`src/accel_cfg_pkg.sv`:
```
package accel_cfg_pkg;

    // Register counts per region
    localparam int MAIN_REGS        = 4;
    localparam int ACT_REGS         = 3;
    localparam int WEI_REGS         = 3;
    localparam int OUT_REGS         = 2;
    localparam int N_CFG_REGS       = MAIN_REGS + ACT_REGS + WEI_REGS + OUT_REGS;
    localparam int N_INTR_EN_WRITES = 2;
    localparam int N_CFG_WRITES     = N_CFG_REGS + N_INTR_EN_WRITES;
    localparam int N_ARGS           = 1 + N_CFG_REGS;

    typedef logic [31:0] axi_word_t;
    typedef logic [12:0] cfg_addr_t;
    typedef logic [$clog2(N_CFG_WRITES)-1:0] wr_idx_t;
    typedef axi_word_t [N_ARGS-1:0] arg_words_t;
    typedef logic [2:0] keep_t;

    // Accelerator register map
    localparam cfg_addr_t CONTROL_OFFSET     = 13'h000;
    localparam cfg_addr_t INTR_EN_OFFSET     = 13'h004;
    localparam cfg_addr_t INTR_STATUS_OFFSET = 13'h00C;
    localparam cfg_addr_t MAIN_BASE          = 13'h020;
    localparam cfg_addr_t ACT_BASE           = 13'h040;
    localparam cfg_addr_t WEI_BASE           = 13'h060;
    localparam cfg_addr_t OUT_BASE           = 13'h080;

    // Start word fields
    localparam int START_RUN_BIT    = 0;
    localparam int START_ENABLE_BIT = 1;
    localparam int START_SWAP_BIT   = 16;
    localparam int START_KEEP_LSB   = 17;

    // Command word fields
    localparam int CMD_NO_START_BIT = 0;
    localparam int CMD_KEEP_LSB     = 1;

    typedef enum logic [2:0] {
        REG_MAIN,
        REG_ACT,
        REG_WEI,
        REG_OUT,
        REG_INTR
    } region_t;

    typedef enum logic [1:0] {
        WR_NONE,
        WR_CFG,
        WR_START,
        WR_CLEAR
    } wr_kind_t;

    typedef enum logic [3:0] {
        S_IDLE,
        S_LOAD,
        S_SEND_CFG,
        S_SYNC_RESP,
        S_SEND_START,
        S_WAIT_START_RESP,
        S_WAIT_ACC,
        S_SEND_CLEAR,
        S_WAIT_CLEAR_RESP,
        S_FINISH
    } seq_state_t;

endpackage

```
`src/accel_cfg_top.sv`:
```
`timescale 1ns/1ps

module accel_cfg_top
    import accel_cfg_pkg::*;
(
    input  logic       clk,
    input  logic       rst,
    input  logic       fsm_start,
    input  arg_words_t args,
    input  logic       acc_irq,
    output logic       fsm_done,
    output logic       irq_out,
    output logic       awvalid,
    input  logic       awready,
    output axi_word_t  awaddr,
    output logic [2:0] awprot,
    output logic       wvalid,
    input  logic       wready,
    output axi_word_t  wdata,
    output logic [3:0] wstrb,
    input  logic       bvalid,
    output logic       bready
);

    wr_kind_t  wr_kind;
    logic      cfg_restart;
    logic      cfg_step;
    logic      sync_start;
    logic      resp_wait;
    logic      start_run;
    keep_t     keep;
    logic      beat_done;
    cfg_addr_t cfg_addr;
    wr_idx_t   cfg_idx;
    logic      cfg_intr_en;
    logic      cfg_last;
    logic      sync_busy;

    cfg_sequencer_fsm u_fsm (
        .clk         (clk),
        .rst         (rst),
        .fsm_start   (fsm_start),
        .acc_irq     (acc_irq),
        .cmd_word    (args[0]),
        .beat_done   (beat_done),
        .cfg_last    (cfg_last),
        .sync_busy   (sync_busy),
        .bvalid      (bvalid),
        .wr_kind     (wr_kind),
        .cfg_restart (cfg_restart),
        .cfg_step    (cfg_step),
        .sync_start  (sync_start),
        .resp_wait   (resp_wait),
        .start_run   (start_run),
        .keep        (keep),
        .fsm_done    (fsm_done),
        .irq_out     (irq_out)
    );

    cfg_addr_gen u_addr_gen (
        .clk         (clk),
        .rst         (rst),
        .cfg_restart (cfg_restart),
        .cfg_step    (cfg_step),
        .cfg_addr    (cfg_addr),
        .cfg_idx     (cfg_idx),
        .cfg_intr_en (cfg_intr_en),
        .cfg_last    (cfg_last)
    );

    axil_write_port u_write_port (
        .clk         (clk),
        .rst         (rst),
        .wr_kind     (wr_kind),
        .cfg_addr    (cfg_addr),
        .cfg_idx     (cfg_idx),
        .cfg_intr_en (cfg_intr_en),
        .args        (args),
        .start_run   (start_run),
        .keep        (keep),
        .resp_wait   (resp_wait),
        .sync_busy   (sync_busy),
        .awready     (awready),
        .wready      (wready),
        .bvalid      (bvalid),
        .awvalid     (awvalid),
        .awaddr      (awaddr),
        .awprot      (awprot),
        .wvalid      (wvalid),
        .wdata       (wdata),
        .wstrb       (wstrb),
        .bready      (bready),
        .beat_done   (beat_done)
    );

    wresp_counter u_wresp_counter (
        .clk        (clk),
        .rst        (rst),
        .sync_start (sync_start),
        .bvalid     (bvalid),
        .bready     (bready),
        .sync_busy  (sync_busy)
    );

endmodule

```
`src/axil_write_port.sv`:
```
`timescale 1ns/1ps

module axil_write_port
    import accel_cfg_pkg::*;
(
    input  logic       clk,
    input  logic       rst,
    input  wr_kind_t   wr_kind,
    input  cfg_addr_t  cfg_addr,
    input  wr_idx_t    cfg_idx,
    input  logic       cfg_intr_en,
    input  arg_words_t args,
    input  logic       start_run,
    input  keep_t      keep,
    input  logic       resp_wait,
    input  logic       sync_busy,
    input  logic       awready,
    input  logic       wready,
    input  logic       bvalid,
    output logic       awvalid,
    output axi_word_t  awaddr,
    output logic [2:0] awprot,
    output logic       wvalid,
    output axi_word_t  wdata,
    output logic [3:0] wstrb,
    output logic       bready,
    output logic       beat_done
);

    logic      aw_sent;
    logic      w_sent;
    logic      active;
    cfg_addr_t addr_sel;
    wr_idx_t   arg_idx;

    assign active    = (wr_kind != WR_NONE);
    assign awvalid   = active && !aw_sent;
    assign wvalid    = active && !w_sent;
    // Beat ends when the later half is accepted
    assign beat_done = active && (aw_sent || awready) && (w_sent || wready);

    always_ff @(posedge clk) begin
        if (rst || beat_done) begin
            aw_sent <= 1'b0;
            w_sent  <= 1'b0;
        end else begin
            if (awvalid && awready) begin
                aw_sent <= 1'b1;
            end
            if (wvalid && wready) begin
                w_sent <= 1'b1;
            end
        end
    end

    // Word 0 is the command, so config values start at word 1
    assign arg_idx = cfg_idx + wr_idx_t'(1);

    always_comb begin
        addr_sel = '0;
        wdata    = '0;
        case (wr_kind)
            WR_CFG: begin
                addr_sel = cfg_addr;
                if (cfg_intr_en) begin
                    wdata = 32'd1;
                end else begin
                    wdata = args[arg_idx];
                end
            end
            WR_START: begin
                addr_sel                     = CONTROL_OFFSET;
                wdata[START_RUN_BIT]         = start_run;
                wdata[START_ENABLE_BIT]      = 1'b1;
                wdata[START_SWAP_BIT]        = 1'b1;
                wdata[START_KEEP_LSB +: 3]   = keep;
            end
            WR_CLEAR: begin
                addr_sel = INTR_STATUS_OFFSET;
                wdata    = 32'd1;
            end
            default: ;
        endcase
    end

    assign awaddr = {19'd0, addr_sel};
    assign awprot = 3'd0;
    assign wstrb  = 4'hF;
    assign bready = resp_wait || sync_busy;

    a_aw_stable: assert property (@(posedge clk) disable iff (rst)
        awvalid && !awready |=> awvalid && $stable(awaddr))
        else $error("awaddr changed while waiting for awready");

    a_w_stable: assert property (@(posedge clk) disable iff (rst)
        wvalid && !wready |=> wvalid && $stable(wdata))
        else $error("wdata changed while waiting for wready");

endmodule

```
`src/cfg_addr_gen.sv`:
```
`timescale 1ns/1ps

module cfg_addr_gen
    import accel_cfg_pkg::*;
(
    input  logic      clk,
    input  logic      rst,
    input  logic      cfg_restart,
    input  logic      cfg_step,
    output cfg_addr_t cfg_addr,
    output wr_idx_t   cfg_idx,
    output logic      cfg_intr_en,
    output logic      cfg_last
);

    region_t region;
    // Writes left in the current region, minus one
    wr_idx_t remain;

    always_ff @(posedge clk) begin
        if (rst || cfg_restart) begin
            region   <= REG_MAIN;
            remain   <= wr_idx_t'(MAIN_REGS - 1);
            cfg_addr <= MAIN_BASE;
            cfg_idx  <= '0;
        end else if (cfg_step && !cfg_last) begin
            cfg_idx <= cfg_idx + wr_idx_t'(1);
            if (remain == '0) begin
                case (region)
                    REG_MAIN: begin
                        region   <= REG_ACT;
                        remain   <= wr_idx_t'(ACT_REGS - 1);
                        cfg_addr <= ACT_BASE;
                    end
                    REG_ACT: begin
                        region   <= REG_WEI;
                        remain   <= wr_idx_t'(WEI_REGS - 1);
                        cfg_addr <= WEI_BASE;
                    end
                    REG_WEI: begin
                        region   <= REG_OUT;
                        remain   <= wr_idx_t'(OUT_REGS - 1);
                        cfg_addr <= OUT_BASE;
                    end
                    // Interrupt enables close the burst
                    default: begin
                        region   <= REG_INTR;
                        remain   <= wr_idx_t'(N_INTR_EN_WRITES - 1);
                        cfg_addr <= INTR_EN_OFFSET;
                    end
                endcase
            end else begin
                remain   <= remain - wr_idx_t'(1);
                cfg_addr <= cfg_addr + cfg_addr_t'(4);
            end
        end
    end

    assign cfg_intr_en = (region == REG_INTR);
    assign cfg_last    = (region == REG_INTR) && (remain == '0);

    a_idx_range: assert property (@(posedge clk) disable iff (rst)
        cfg_idx < wr_idx_t'(N_CFG_WRITES))
        else $error("cfg_idx out of range");

    // Region walk and write index must agree on the burst end
    a_last_idx: assert property (@(posedge clk) disable iff (rst)
        cfg_last |-> cfg_idx == wr_idx_t'(N_CFG_WRITES - 1))
        else $error("cfg_last raised at the wrong write index");

endmodule

```
`src/cfg_sequencer_fsm.sv`:
```
`timescale 1ns/1ps

module cfg_sequencer_fsm
    import accel_cfg_pkg::*;
(
    input  logic      clk,
    input  logic      rst,
    input  logic      fsm_start,
    input  logic      acc_irq,
    input  axi_word_t cmd_word,
    input  logic      beat_done,
    input  logic      cfg_last,
    input  logic      sync_busy,
    input  logic      bvalid,
    output wr_kind_t  wr_kind,
    output logic      cfg_restart,
    output logic      cfg_step,
    output logic      sync_start,
    output logic      resp_wait,
    output logic      start_run,
    output keep_t     keep,
    output logic      fsm_done,
    output logic      irq_out
);

    seq_state_t state;
    axi_word_t  cmd_q;

    always_ff @(posedge clk) begin
        if (rst) begin
            state    <= S_IDLE;
            fsm_done <= 1'b0;
        end else begin
            fsm_done <= (state == S_FINISH);
            case (state)
                S_IDLE: begin
                    if (fsm_start) begin
                        state <= S_LOAD;
                    end
                end
                S_LOAD: state <= S_SEND_CFG;
                S_SEND_CFG: begin
                    if (beat_done && cfg_last) begin
                        state <= S_SYNC_RESP;
                    end
                end
                // All configuration responses must be back before the start word
                S_SYNC_RESP: begin
                    if (!sync_busy) begin
                        state <= S_SEND_START;
                    end
                end
                S_SEND_START: begin
                    if (beat_done) begin
                        state <= S_WAIT_START_RESP;
                    end
                end
                S_WAIT_START_RESP: begin
                    if (bvalid) begin
                        state <= start_run ? S_WAIT_ACC : S_FINISH;
                    end
                end
                S_WAIT_ACC: begin
                    if (acc_irq) begin
                        state <= S_SEND_CLEAR;
                    end
                end
                S_SEND_CLEAR: begin
                    if (beat_done) begin
                        state <= S_WAIT_CLEAR_RESP;
                    end
                end
                S_WAIT_CLEAR_RESP: begin
                    if (bvalid) begin
                        state <= S_FINISH;
                    end
                end
                S_FINISH: state <= S_IDLE;
                default:  state <= S_IDLE;
            endcase
        end
    end

    // Command word captured once per sequence
    always_ff @(posedge clk) begin
        if (state == S_LOAD) begin
            cmd_q <= cmd_word;
        end
    end

    always_comb begin
        case (state)
            S_SEND_CFG:   wr_kind = WR_CFG;
            S_SEND_START: wr_kind = WR_START;
            S_SEND_CLEAR: wr_kind = WR_CLEAR;
            default:      wr_kind = WR_NONE;
        endcase
    end

    assign cfg_restart = (state == S_LOAD);
    assign sync_start  = (state == S_LOAD);
    assign cfg_step    = (state == S_SEND_CFG) && beat_done;
    assign resp_wait   = (state == S_WAIT_START_RESP) || (state == S_WAIT_CLEAR_RESP);
    assign start_run   = !cmd_q[CMD_NO_START_BIT];
    assign keep        = cmd_q[CMD_KEEP_LSB +: 3];

    // Interrupt passes through only while idle
    assign irq_out = (state == S_IDLE) && acc_irq;

    a_done_single: assert property (@(posedge clk) disable iff (rst)
        fsm_done |=> !fsm_done)
        else $error("fsm_done high on two consecutive cycles");

endmodule

```
`src/wresp_counter.sv`:
```
`timescale 1ns/1ps

module wresp_counter
    import accel_cfg_pkg::*;
(
    input  logic clk,
    input  logic rst,
    input  logic sync_start,
    input  logic bvalid,
    input  logic bready,
    output logic sync_busy
);

    wr_idx_t count;
    logic    resp_fire;

    assign resp_fire = bvalid && bready;

    always_ff @(posedge clk) begin
        if (rst) begin
            sync_busy <= 1'b0;
            count     <= '0;
        end else if (sync_start) begin
            sync_busy <= 1'b1;
            count     <= '0;
        end else if (sync_busy && resp_fire) begin
            count <= count + wr_idx_t'(1);
            // Last configuration response
            if (count == wr_idx_t'(N_CFG_WRITES - 1)) begin
                sync_busy <= 1'b0;
            end
        end
    end

    // No stray response may follow the final counted one
    a_no_extra_resp: assert property (@(posedge clk) disable iff (rst)
        sync_busy && resp_fire && count == wr_idx_t'(N_CFG_WRITES - 1) |=> !resp_fire)
        else $error("write response after the burst count was full");

endmodule
```
`config.mk`:
```
export PLATFORM = sky130hd
export DESIGN_NAME = accel_cfg_top
export DESIGN_NICKNAME = d
export VERILOG_FILES = /design/src/accel_cfg_pkg.sv /design/src/accel_cfg_top.sv /design/src/axil_write_port.sv /design/src/cfg_addr_gen.sv /design/src/cfg_sequencer_fsm.sv /design/src/wresp_counter.sv
export SDC_FILE = /design/constraint.sdc
export NUM_CORES = 1
export LEC_CHECK = 0
export BUFFER_PORTS_ARGS = -buffer_cell sky130_fd_sc_hd__buf_2
export CAP_MARGIN = 20
export CORE_AREA = 2 2 193 195
export CTS_BUF_LIST = sky130_fd_sc_hd__clkbuf_16
export CTS_CLUSTER_SIZE = 16
export DETAILED_ROUTE_END_ITERATION = 10
export DIE_AREA = 0 0 195 197
export HOLD_SLACK_MARGIN = 0.06
export PLACE_DENSITY = 0.43
export SYNTH_ARGS = -nofsm -noshare
export SYNTH_HDL_FRONTEND = slang
export SYNTH_SLANG_ARGS = --single-unit
```
`constraint.sdc`:
```
create_clock -name clk -period 4.6 [get_ports clk]
set_input_delay 0.92 -clock clk [delete_from_list [all_inputs] [get_ports clk]]
set_output_delay 0.92 -clock clk [all_outputs]
set_load 0.03 [all_outputs]
```
==> impl_metrics.py, run 1 <==
metrics = {
    "outcome": {
        "status": "finished, final reports clean",
    },
    "cts": {
        "cts_tree": "yes",
        "clock-sinks": 38,
        "cts_max_path_buffers": 2,
        "cts_made_buffers": 5,
        "cts-root-buf": "clkbuf_16",
        "clk_latency_ns": 0.29,
        "cts_setup_buffers": 0,
        "cts_hold_buf": 0,
        "cts_resized": 0,
        "path_clk_slew_ns": 0.06,
        "htreeDepth": 2,
    },
    "global_routing": {
        "grt_max_degree": 43,
        "grt_pass1_wl_mm": 47.5,
        "antenna_found_initial": 28,
        "track_usage_pct": 16.8,
        "grt_pass1_vias": 7203,
        "grt-ovfl-total": 0,
    },
    "timing": {
        "fmax_mhz": 239,
        "rsz0062_at_grt": "false",
        "worst-slew-pin-transition_ns": 0.968,
        "max_slew_margin_pct": 35.5,
        "skew_ns": 0.00503,
        "setup_viol": 0,
        "slew_violations": 0,
        "holdWs_ns": 0.512,
        "setup_tns_ns": 0,
        "fin_crit_ns": 4.19,
        "finalCritPeriodShare_pct": 91.1,
        "finalHoldViolations": 0,
    },
    "drt": {
        "wl_per_cell_um": 22.0,
        "postRouteAntennaNets": 0,
        "drc": 0,
        "wirelength_mm": 33.6,
        "vias": 6961,
        "vias_per_cell": 4.57,
        "drtIter0Drc": 290,
        "drt_pass1_iterations": 4,
    },
    "logic_synthesis": {
        "synthTopCellsByArea": "mux4_2 36%, dfxtp_1 11%, a211oi_1 6.9%, buf_4 5.0%, mux2i_1 4.5%",
        "syn_avg_cell_area_um2": 9.90,
        "yosys_warnings": 0,
        "yosysTopAreaCell": "mux4_2",
        "syn_area_um2": 5990,
        "synth_cell_types": 64,
        "synthArstFlopShare_pct": 0,
        "synth-edff-count": 4,
        "synthCells": 605,
        "ys_seq_area_share_pct": 13.4,
        "yosysTopAreaCellShare_pct": 36.1,
        "synth-main-ff-cell": "dfxtp_1",
        "ys_ff_latch": 38,
    },
    "setup_path": {
        "r2r-start": "u_fsm.state[0]",
        "critPathKind": "reg -> out",
        "cp-startpoint": "u_fsm.state[0]",
        "worst_ep_arrival_time_ns": 3.27,
        "cp.required_ns": 3.68,
        "cp-start-kind": "flip-flop",
        "cp_max_fo": 18,
        "end_kind": "output pin",
    },
    "die": {
        "die_h_um": 197,
        "start_util_pct": 16.5,
        "dieWidth_um": 195,
        "ioPinCount": 499,
        "coreArea_um2": 36300,
        "row_count": 70,
        "dieArea_um2": 38400,
    },
    "place": {
        "hpwl_mm": 28.6,
        "gp_congestion": 0.904,
        "io_buffers": 470,
    },
    "hold_path": {
        "worstHoldStart": "u_addr_gen.cfg_idx[1]",
        "hold_path.class": "reg -> reg",
    },
    "layout": {
        "nNetsFinal": 1469,
        "drive_above_1_share_pct": 59.0,
        "syn2layout_area_growth_pct": 48.6,
    },
    "power_and_ir_drop": {
        "p_per_area_nw_per_um2": 207,
        "total_power_w": 0.00184,
        "vdd.ir_drop.worst_mv": 0.121,
        "leakage_nw": 3.90,
    },
    "flow_run": {
        "max-cap-violations": 0,
    },
}
[path summary, 6_finish.rpt]
| check | endpoint | slack [ns] | cells after the start |
|---|---|---|---|
| worst max-delay path | wdata[27] | 0.41 | 8 |
| worst min register to register | u_addr_gen.cfg_idx[1] | 0.51 | 2 |
| worst min-delay path | u_addr_gen.cfg_idx[1] | 0.51 | 2 |
| worst max register to register | u_addr_gen.cfg_addr[9] | 1.54 | 8 |
[synth_stat cells, types with 2 or more instances]
cell / instances
mux4_2: 96
a211oi_1: 55
nand2_1: 41
buf_4: 40
nor2_1: 36
dfxtp_1: 34
a21oi_1: 29
and3_1: 27
mux2i_1: 27
buf_2: 25
clkbuf_1: 19
nand3_1: 18
and2_1: 13
xor2_1: 12
ha_1: 10
nor3_1: 10
o21ai_0: 10
inv_1: 9
a31oi_1: 7
nor2b_1: 6
xnor2_1: 6
and3b_1: 5
nand4_1: 5
buf_1: 4
edfxtp_1: 4
nor3b_1: 4
buf_6: 3
nand2b_1: 3
nor4b_1: 3
or3_1: 3
a311o_1: 2
clkbuf_2: 2
conb_1: 2
nor3b_2: 2
nor4_1: 2
o2111ai_1: 2
o22ai_1: 2
[stage by stage]
step                util (%)  setup WS [ns]  std cells  cell area [um2]
CTS                     24.4          0.279       1505             8850
global route            24.5         0.0774       1514             8870
global placement        24.0          0.635       1497             8710
floorplan                  -           1.09        631             6090
detailed placement      24.0          0.594       1497             8710
finish                  24.5          0.408       1523             8900
[cells in the final DEF, fill, tap and decap left out, types with 13 or more instances in the layout]
| cell | instances |
|---|---|
| dfxtp_1 | 33 |
| mux4_2 | 96 |
| a21oi_1 | 29 |
| nor2_1 | 36 |
| conb_1 | 28 |
| buf_4 | 19 |
| and2_1 | 13 |
| a211oi_1 | 55 |
| and3_1 | 27 |
| nand3_1 | 18 |
| mux2i_1 | 27 |
| diode_2 | 18 |
| buf_2 | 470 |
| nand2_1 | 40 |
[cell type report]
type | count | area [um2]
antenna | 18 | 45.0
fill | 4049 | 27400
tap | 468 | 586
multi-input combinational | 491 | 4760
clock inverter | 3 | 11.3
timing repair buffer | 491 | 2530
sequential | 38 | 805
inverter | 9 | 33.8
clock buffer | 5 | 125
[power by group]
| group | leakage [nW] | total (W) | switching, W | internal (W) |
|---|---|---|---|---|
| logic | 3.51 | 0.00106 | 0.000618 | 0.000445 |
| registers | 0.313 | 0.000440 | 0.0000659 | 0.000374 |
| clock network | 0.0777 | 0.000337 | 0.000142 | 0.000195 |
| total | 3.90 | 0.00184 | 0.000826 | 0.00101 |
[worst max-delay path, stage by stage, from the launching register on]
cell and delay (ns):
dfxtp_1 0.71, inv_1 0.17, nor2_1 0.16, or3_1 0.21, ha_1 0.45, nand2_2 0.28
buf_4 0.29, a211oi_1 0.39, buf_2 0.29
[state kept, by name (all words and copies together), names as in the netlist]
signal	flops
u_addr_gen.cfg_addr	11
u_addr_gen.cfg_idx	4
u_addr_gen.remain	4
u_fsm.cmd_q	4
u_fsm.state	4
u_wresp_counter.count	4
u_addr_gen.region	3
u_fsm.fsm_done	1
u_wresp_counter.sync_busy	1
u_write_port.aw_sent	1
u_write_port.w_sent	1
[cells by family (layout without fill, tap and decap cells)]
logic type | count (synthesis) | in the layout | share of synthesized area (%)
multiplexers | 124 | 124 | 40.8
flip-flops | 38 | 38 | 13.4
AO/OA/AOI/OAI | 121 | 121 | 13.7
other | 2 | 46 | 0.125
XOR/XNOR | 18 | 18 | 2.63
adder cells (fa/ha/maj) | 10 | 10 | 2.09
AND/OR/NAND/NOR | 190 | 190 | 17.4
buffers and inverters | 102 | 508 | 9.84
[per-layer routing]
layer  vias up  GRT usage [%]  share of wire (%)
met5         -              0               0.23
li1       3206              -                  -
met2       268           30.1                 53
met4        12           5.80                1.6
met3        36           4.26                6.1
met1      3439           19.4                 39
(Power assumes the default switching activity.)
==> inputs of run 2 (changes only) <==
==> constraint.sdc (replaced) <==
create_clock -name clk -period 4.6 [get_ports clk]
set_input_delay 0.46 -clock clk [delete_from_list [all_inputs] [get_ports clk]]
set_output_delay 0.46 -clock clk [all_outputs]
set_load 0.03 [all_outputs]
==> run 2 against run 1 <==
Worst hold slack lost 0.14 ns. Global-route usage is 0.14 points lower. Routed wire length is 1.1% lower. Via count fell by 1.2%. Critical endpoint is now wdata[1]. Count of clock-buffer cells in the layout is the same. Fmax is 6.7% higher. Cell area decreased by 0.72%. Critical path depth increased by 1. Clock power up 17%. Core utilization fell by 0.18 points.
==> impl_metrics.py, run 2 (same netlist as run 1, synthesis figures left out) <==
metrics = {
    "drt": {
        "drtIter0Drc": 277,
        "drc": 0,
        "vias_per_cell": 4.56,
        "wl_per_cell_um": 22.0,
        "vias": 6878,
        "drt_pass1_iterations": 4,
        "wirelength_mm": 33.2,
        "postRouteAntennaNets": 0,
    },
    "global_routing": {
        "globalRouteMet1Util_pct": 18.3,
        "grt_pass1_vias": 6955,
        "antenna_found_initial": 29,
        "grt_max_degree": 100,
        "top_usage_layer": "met2",
        "grt_use_met3_pct": 5.73,
        "track_usage_pct": 16.6,
        "grt_use_met2_pct": 30.7,
        "grt_pass1_wl_mm": 46.9,
        "grt-ovfl-total": 0,
    },
    "cts": {
        "cts_tree": "yes",
        "htreeDepth": 2,
        "clock-sinks": 38,
        "cts_hold_buf": 0,
        "cts_resized": 0,
        "cts_max_path_buffers": 2,
        "clk_latency_ns": 0.29,
        "cts_made_buffers": 5,
        "cts-root-buf": "clkbuf_16",
        "path_clk_slew_ns": 0.06,
        "cts_setup_buffers": 0,
    },
    "flow_run": {
        "max-cap-violations": 0,
    },
    "timing": {
        "rsz0062_at_grt": "false",
        "worst-slew-pin-transition_ns": 0.971,
        "finalCritPeriodShare_pct": 85.4,
        "fmax_mhz": 254,
        "max_slew_margin_pct": 35.3,
        "fin_crit_ns": 3.93,
        "holdWs_ns": 0.370,
        "setup_viol": 0,
        "finalHoldViolations": 0,
        "skew_ns": 0.00681,
        "slew_violations": 0,
        "setup_tns_ns": 0,
    },
    "setup_path": {
        "cp.required_ns": 4.14,
        "cp_max_fo": 20,
        "path_buf_inv": 3,
        "crit_family": "compound AO/OA/AOI/OAI gates",
        "crit_chain": "nor2_1, o21ai_1, inv_1, ha_1, nand2_2, buf_4, a211oi_1, a22o_1, buf_2",
        "max_stage_delay_ns": 0.72,
        "critPathKind": "reg -> out",
        "cp_slowest_cell": "dfxtp_1",
        "cp-start-kind": "flip-flop",
        "end_kind": "output pin",
        "worst_ep_arrival_time_ns": 3.47,
    },
    "layout": {
        "multi_input_area_um2": 4760,
        "top_register": "u_addr_gen.cfg_addr",
        "final_common_cell": "buf_2",
        "final_core_util_pct": 24.4,
        "drive_above_1_share_pct": 58.8,
        "syn2layout_area_growth_pct": 47.5,
        "register_area_um2": 805,
        "layout_common_cells": "470 x buf_2, 96 x mux4_2, 55 x a211oi_1, 40 x nand2_1, 36 x nor2_1",
        "nNetsFinal": 1461,
        "largest_register_ffs": 11,
        "fillers": 4099,
    },
    "power_and_ir_drop": {
        "intPower_w": 0.00106,
        "leakage_nw": 3.86,
        "p_per_area_nw_per_um2": 212,
        "seqPwrFrac_pct": 23.9,
        "p_switching_w": 0.000808,
        "clockPowerShare_pct": 21.0,
        "vdd.ir_drop.worst_mv": 0.127,
        "combPwrFrac_pct": 55.1,
        "swShare_pct": 43.3,
    },
    "die": {
        "coreArea_um2": 36300,
        "dieArea_um2": 38400,
        "row_count": 70,
        "ioPinCount": 499,
        "dieWidth_um": 195,
        "start_util_pct": 16.5,
        "die_h_um": 197,
    },
    "outcome": {
        "status": "finished, final reports clean",
    },
    "place": {
        "gp_congestion": 0.910,
        "io_buffers": 470,
        "hpwl_mm": 28.5,
    },
    "hold_path": {
        "hold_path.class": "in -> reg",
    },
}
run 2: cell types whose count changed in the layout (fill, tap and decap cells not counted):
cell       before  now
bufinv_16       0    1
clkinv_1        0    1
buf_12          2    1
buf_4          19   12
inv_1          12   10
diode_2        18   11
run 2: stage by stage:
stage	instances	total power [W]	worst slack, ns	instance area, um2
2_1_floorplan	631	0.00110	1.55	6090
3_3_place_gp	1489	0.00149	1.07	8640
3_5_place_dp	1489	0.00149	0.915	8640
4_1_cts	1497	0.00190	0.611	8800
5_1_grt	1503	0.00200	0.379	8820
6_report	1508	0.00187	0.670	8830
run 2: power by group through the flow:
stage	registers, W	logic (W)	clock network [W]
2_1_floorplan	0.000398	0.000705	0
3_3_place_gp	0.000452	0.00104	0
3_5_place_dp	0.000452	0.00104	0
4_1_cts	0.000445	0.00104	0.000406
5_1_grt	0.000455	0.00112	0.000420
6_report	0.000447	0.00103	0.000393
run 2: path summary, 6_finish.rpt:
path              cells after the start                  from                endpoint  slack [ns]
setup reg to reg                      8        u_fsm.state[2]  u_addr_gen.cfg_addr[9]        1.54
hold reg to reg                       2  u_addr_gen.remain[0]    u_addr_gen.remain[0]        0.51
hold / removal                        1               args[1]          u_fsm.cmd_q[1]        0.37
setup / recovery                      9        u_fsm.state[2]                wdata[1]        0.67
run 2: per-layer routing:
layer  vias to the layer above  part of all wire [%]
li1                       3184                     -
met1                      3327                    37
met2                       284                    53
met3                        61                   8.0
met4                        22                   1.8
met5                         -                  0.44
run 2: layout make-up:
type	instances	area share, %
Multi-Input combinational cell	491	53.8
Timing Repair Buffer	483	27.9
Sequential cell	38	9.11
Tap cell	468	6.63
Clock buffer	5	1.42
Clock inverter	3	0.425
Inverter	9	0.382
Antenna cell	11	0.312
==> inputs of run 3 (changes only) <==
--- a/config.mk
+++ b/config.mk
@@ -13,7 +13,7 @@
 export DETAILED_ROUTE_END_ITERATION = 10
 export DIE_AREA = 0 0 195 197
 export HOLD_SLACK_MARGIN = 0.06
-export PLACE_DENSITY = 0.43
+export PLACE_DENSITY_LB_ADDON = 0.3
 export SYNTH_ARGS = -nofsm -noshare
 export SYNTH_HDL_FRONTEND = slang
 export SYNTH_SLANG_ARGS = --single-unit
==> run 3 against run 2 <==
Cell area about the same. Non-clock buffer count increased by 1. First-iteration DRC count increased by 35%. Combinational power hardly changed. Power is 2.9% lower. Via count increased by 0.13%. Die area is the same. Count of clock-buffer cells in the layout unchanged. Critical path type unchanged. Critical endpoint is now wdata[16].
==> impl_metrics.py, run 3 (same netlist as run 1, synthesis figures left out) <==
metrics = {
    "place": {
        "io_buffers": 470,
        "gp_congestion": 0.908,
        "hpwl_mm": 28.3,
        "post_dp_cell_area_um2": 8650,
        "dp_slack_ns": 1.04,
    },
    "power_and_ir_drop": {
        "vdd.ir_drop.worst_mv": 0.117,
        "p_per_area_nw_per_um2": 205,
        "leakage_nw": 3.86,
    },
    "outcome": {
        "status": "finished, final reports clean",
    },
    "die": {
        "coreArea_um2": 36300,
        "ioPinCount": 499,
        "row_count": 70,
        "dieArea_um2": 38400,
        "die_h_um": 197,
        "dieWidth_um": 195,
        "start_util_pct": 16.5,
    },
    "layout": {
        "final_core_util_pct": 24.3,
        "largest_register_ffs": 11,
        "final_common_cell": "buf_2",
        "layout_common_cells": "470 x buf_2, 96 x mux4_2, 55 x a211oi_1, 40 x nand2_1, 36 x nor2_1",
        "top_register": "u_addr_gen.cfg_addr",
        "nNetsFinal": 1462,
        "drive_above_1_share_pct": 58.9,
        "fillers": 4038,
        "syn2layout_area_growth_pct": 47.4,
        "fin_area_um2": 8830,
    },
    "setup_path": {
        "cp_slowest_cell": "dfxtp_1",
        "end_kind": "output pin",
        "worst_ep_arrival_time_ns": 3.38,
        "crit_chain": "nor2b_1, o21ai_1, inv_1, ha_1, nand2_2, buf_4, a31oi_1, nor2_1, nor3b_1, buf_2",
        "cp_max_fo": 19,
        "cp.required_ns": 4.14,
        "max_stage_delay_ns": 0.64,
        "critPathKind": "reg -> out",
        "cp-start-kind": "flip-flop",
    },
    "cts": {
        "clk_latency_ns": 0.29,
        "cts_hold_buf": 0,
        "cts_made_buffers": 5,
        "cts_setup_buffers": 0,
        "clock-sinks": 38,
        "cts_max_path_buffers": 2,
        "path_clk_slew_ns": 0.06,
        "cts_tree": "yes",
        "htreeDepth": 2,
        "cts_resized": 0,
        "cts-root-buf": "clkbuf_16",
    },
    "drt": {
        "drt_pass1_iterations": 4,
        "wirelength_mm": 33.0,
        "vias_per_cell": 4.55,
        "postRouteAntennaNets": 0,
        "wl_per_cell_um": 21.8,
        "vias": 6887,
        "drc": 0,
        "drtIter0Drc": 375,
    },
    "timing": {
        "worst-slew-pin-transition_ns": 0.914,
        "finalCritPeriodShare_pct": 83.5,
        "finalHoldViolations": 0,
        "fin_crit_ns": 3.84,
        "finalWorstSetupSlack_ns": 0.758,
        "rsz0062_at_grt": "false",
        "skew_ns": 0.00946,
        "max_slew_margin_pct": 39.0,
        "setup_viol": 0,
        "slew_violations": 0,
        "holdWs_ns": 0.376,
        "setup_tns_ns": 0,
        "fmax_mhz": 260,
    },
    "flow_run": {
        "max-cap-violations": 0,
    },
    "global_routing": {
        "grt_pass1_vias": 6875,
        "grt_max_degree": 47,
        "grt_pass1_wl_mm": 46.2,
        "track_usage_pct": 16.4,
        "grt-ovfl-total": 0,
        "antenna_found_initial": 29,
    },
    "hold_path": {
        "hold_path.class": "in -> reg",
    },
}
==> run 3: cell count changes in the layout (fill, tap and decap cells not counted), sizes merged <==
cell,previous run,this run
buf,483,484
bufinv,1,0
clkinv,1,2
diode,11,15
==> run 3: per-stage QoR <==
step,total power [W],cells
floorplan,0.00110,631
global placement,0.00149,1490
detailed placement,0.00149,1490
CTS,0.00184,1498
global route,0.00193,1509
finish,0.00181,1513
==> run 3: area by class of cell <==
type | count | area, um2 | area share (%)
Clock buffer | 5 | 125 | 1.42
Clock inverter | 3 | 13.8 | 0.156
Sequential cell | 38 | 805 | 9.12
Multi-Input combinational cell | 491 | 4760 | 53.9
Antenna cell | 15 | 37.5 | 0.425
Inverter | 9 | 33.8 | 0.383
Tap cell | 468 | 586 | 6.63
Timing Repair Buffer | 484 | 2470 | 28.0
==> run 3: critical path: cells and delay by family (launching register included) <==
kind / cells / cell delay (ns)
compound gates: 2 / 0.39
flops: 1 / 0.64
simple gates: 4 / 0.92
buf+inv: 3 / 0.74
fa+ha+maj: 1 / 0.41
==> run 3: per-layer routing <==
metal	part of all wire [%]	GRT usage (%)	vias to the layer above
met4	2.0	5.29	18
met3	6.5	3.88	48
li1	-	-	3197
met5	0.35	0	-
met1	39	19.4	3322
met2	52	29.1	302
==> run 3: where the power goes <==
group          switching (W)  total, W  internal [W]
combinational       0.000593   0.00103      0.000434
clock               0.000144  0.000342      0.000197
sequential         0.0000712  0.000445      0.000374
total               0.000808   0.00181       0.00101
==> run 3: worst paths after layout <==
path                                             from                      to  slack (ns)  cells past startpoint
worst min register to register  u_addr_gen.cfg_idx[1]   u_addr_gen.cfg_idx[1]        0.52                      2
worst max register to register         u_fsm.state[2]  u_addr_gen.cfg_addr[9]        1.60                      8
worst max-delay path                   u_fsm.state[1]               wdata[16]        0.76                     10
worst min-delay path                          args[0]          u_fsm.cmd_q[0]        0.38                      1
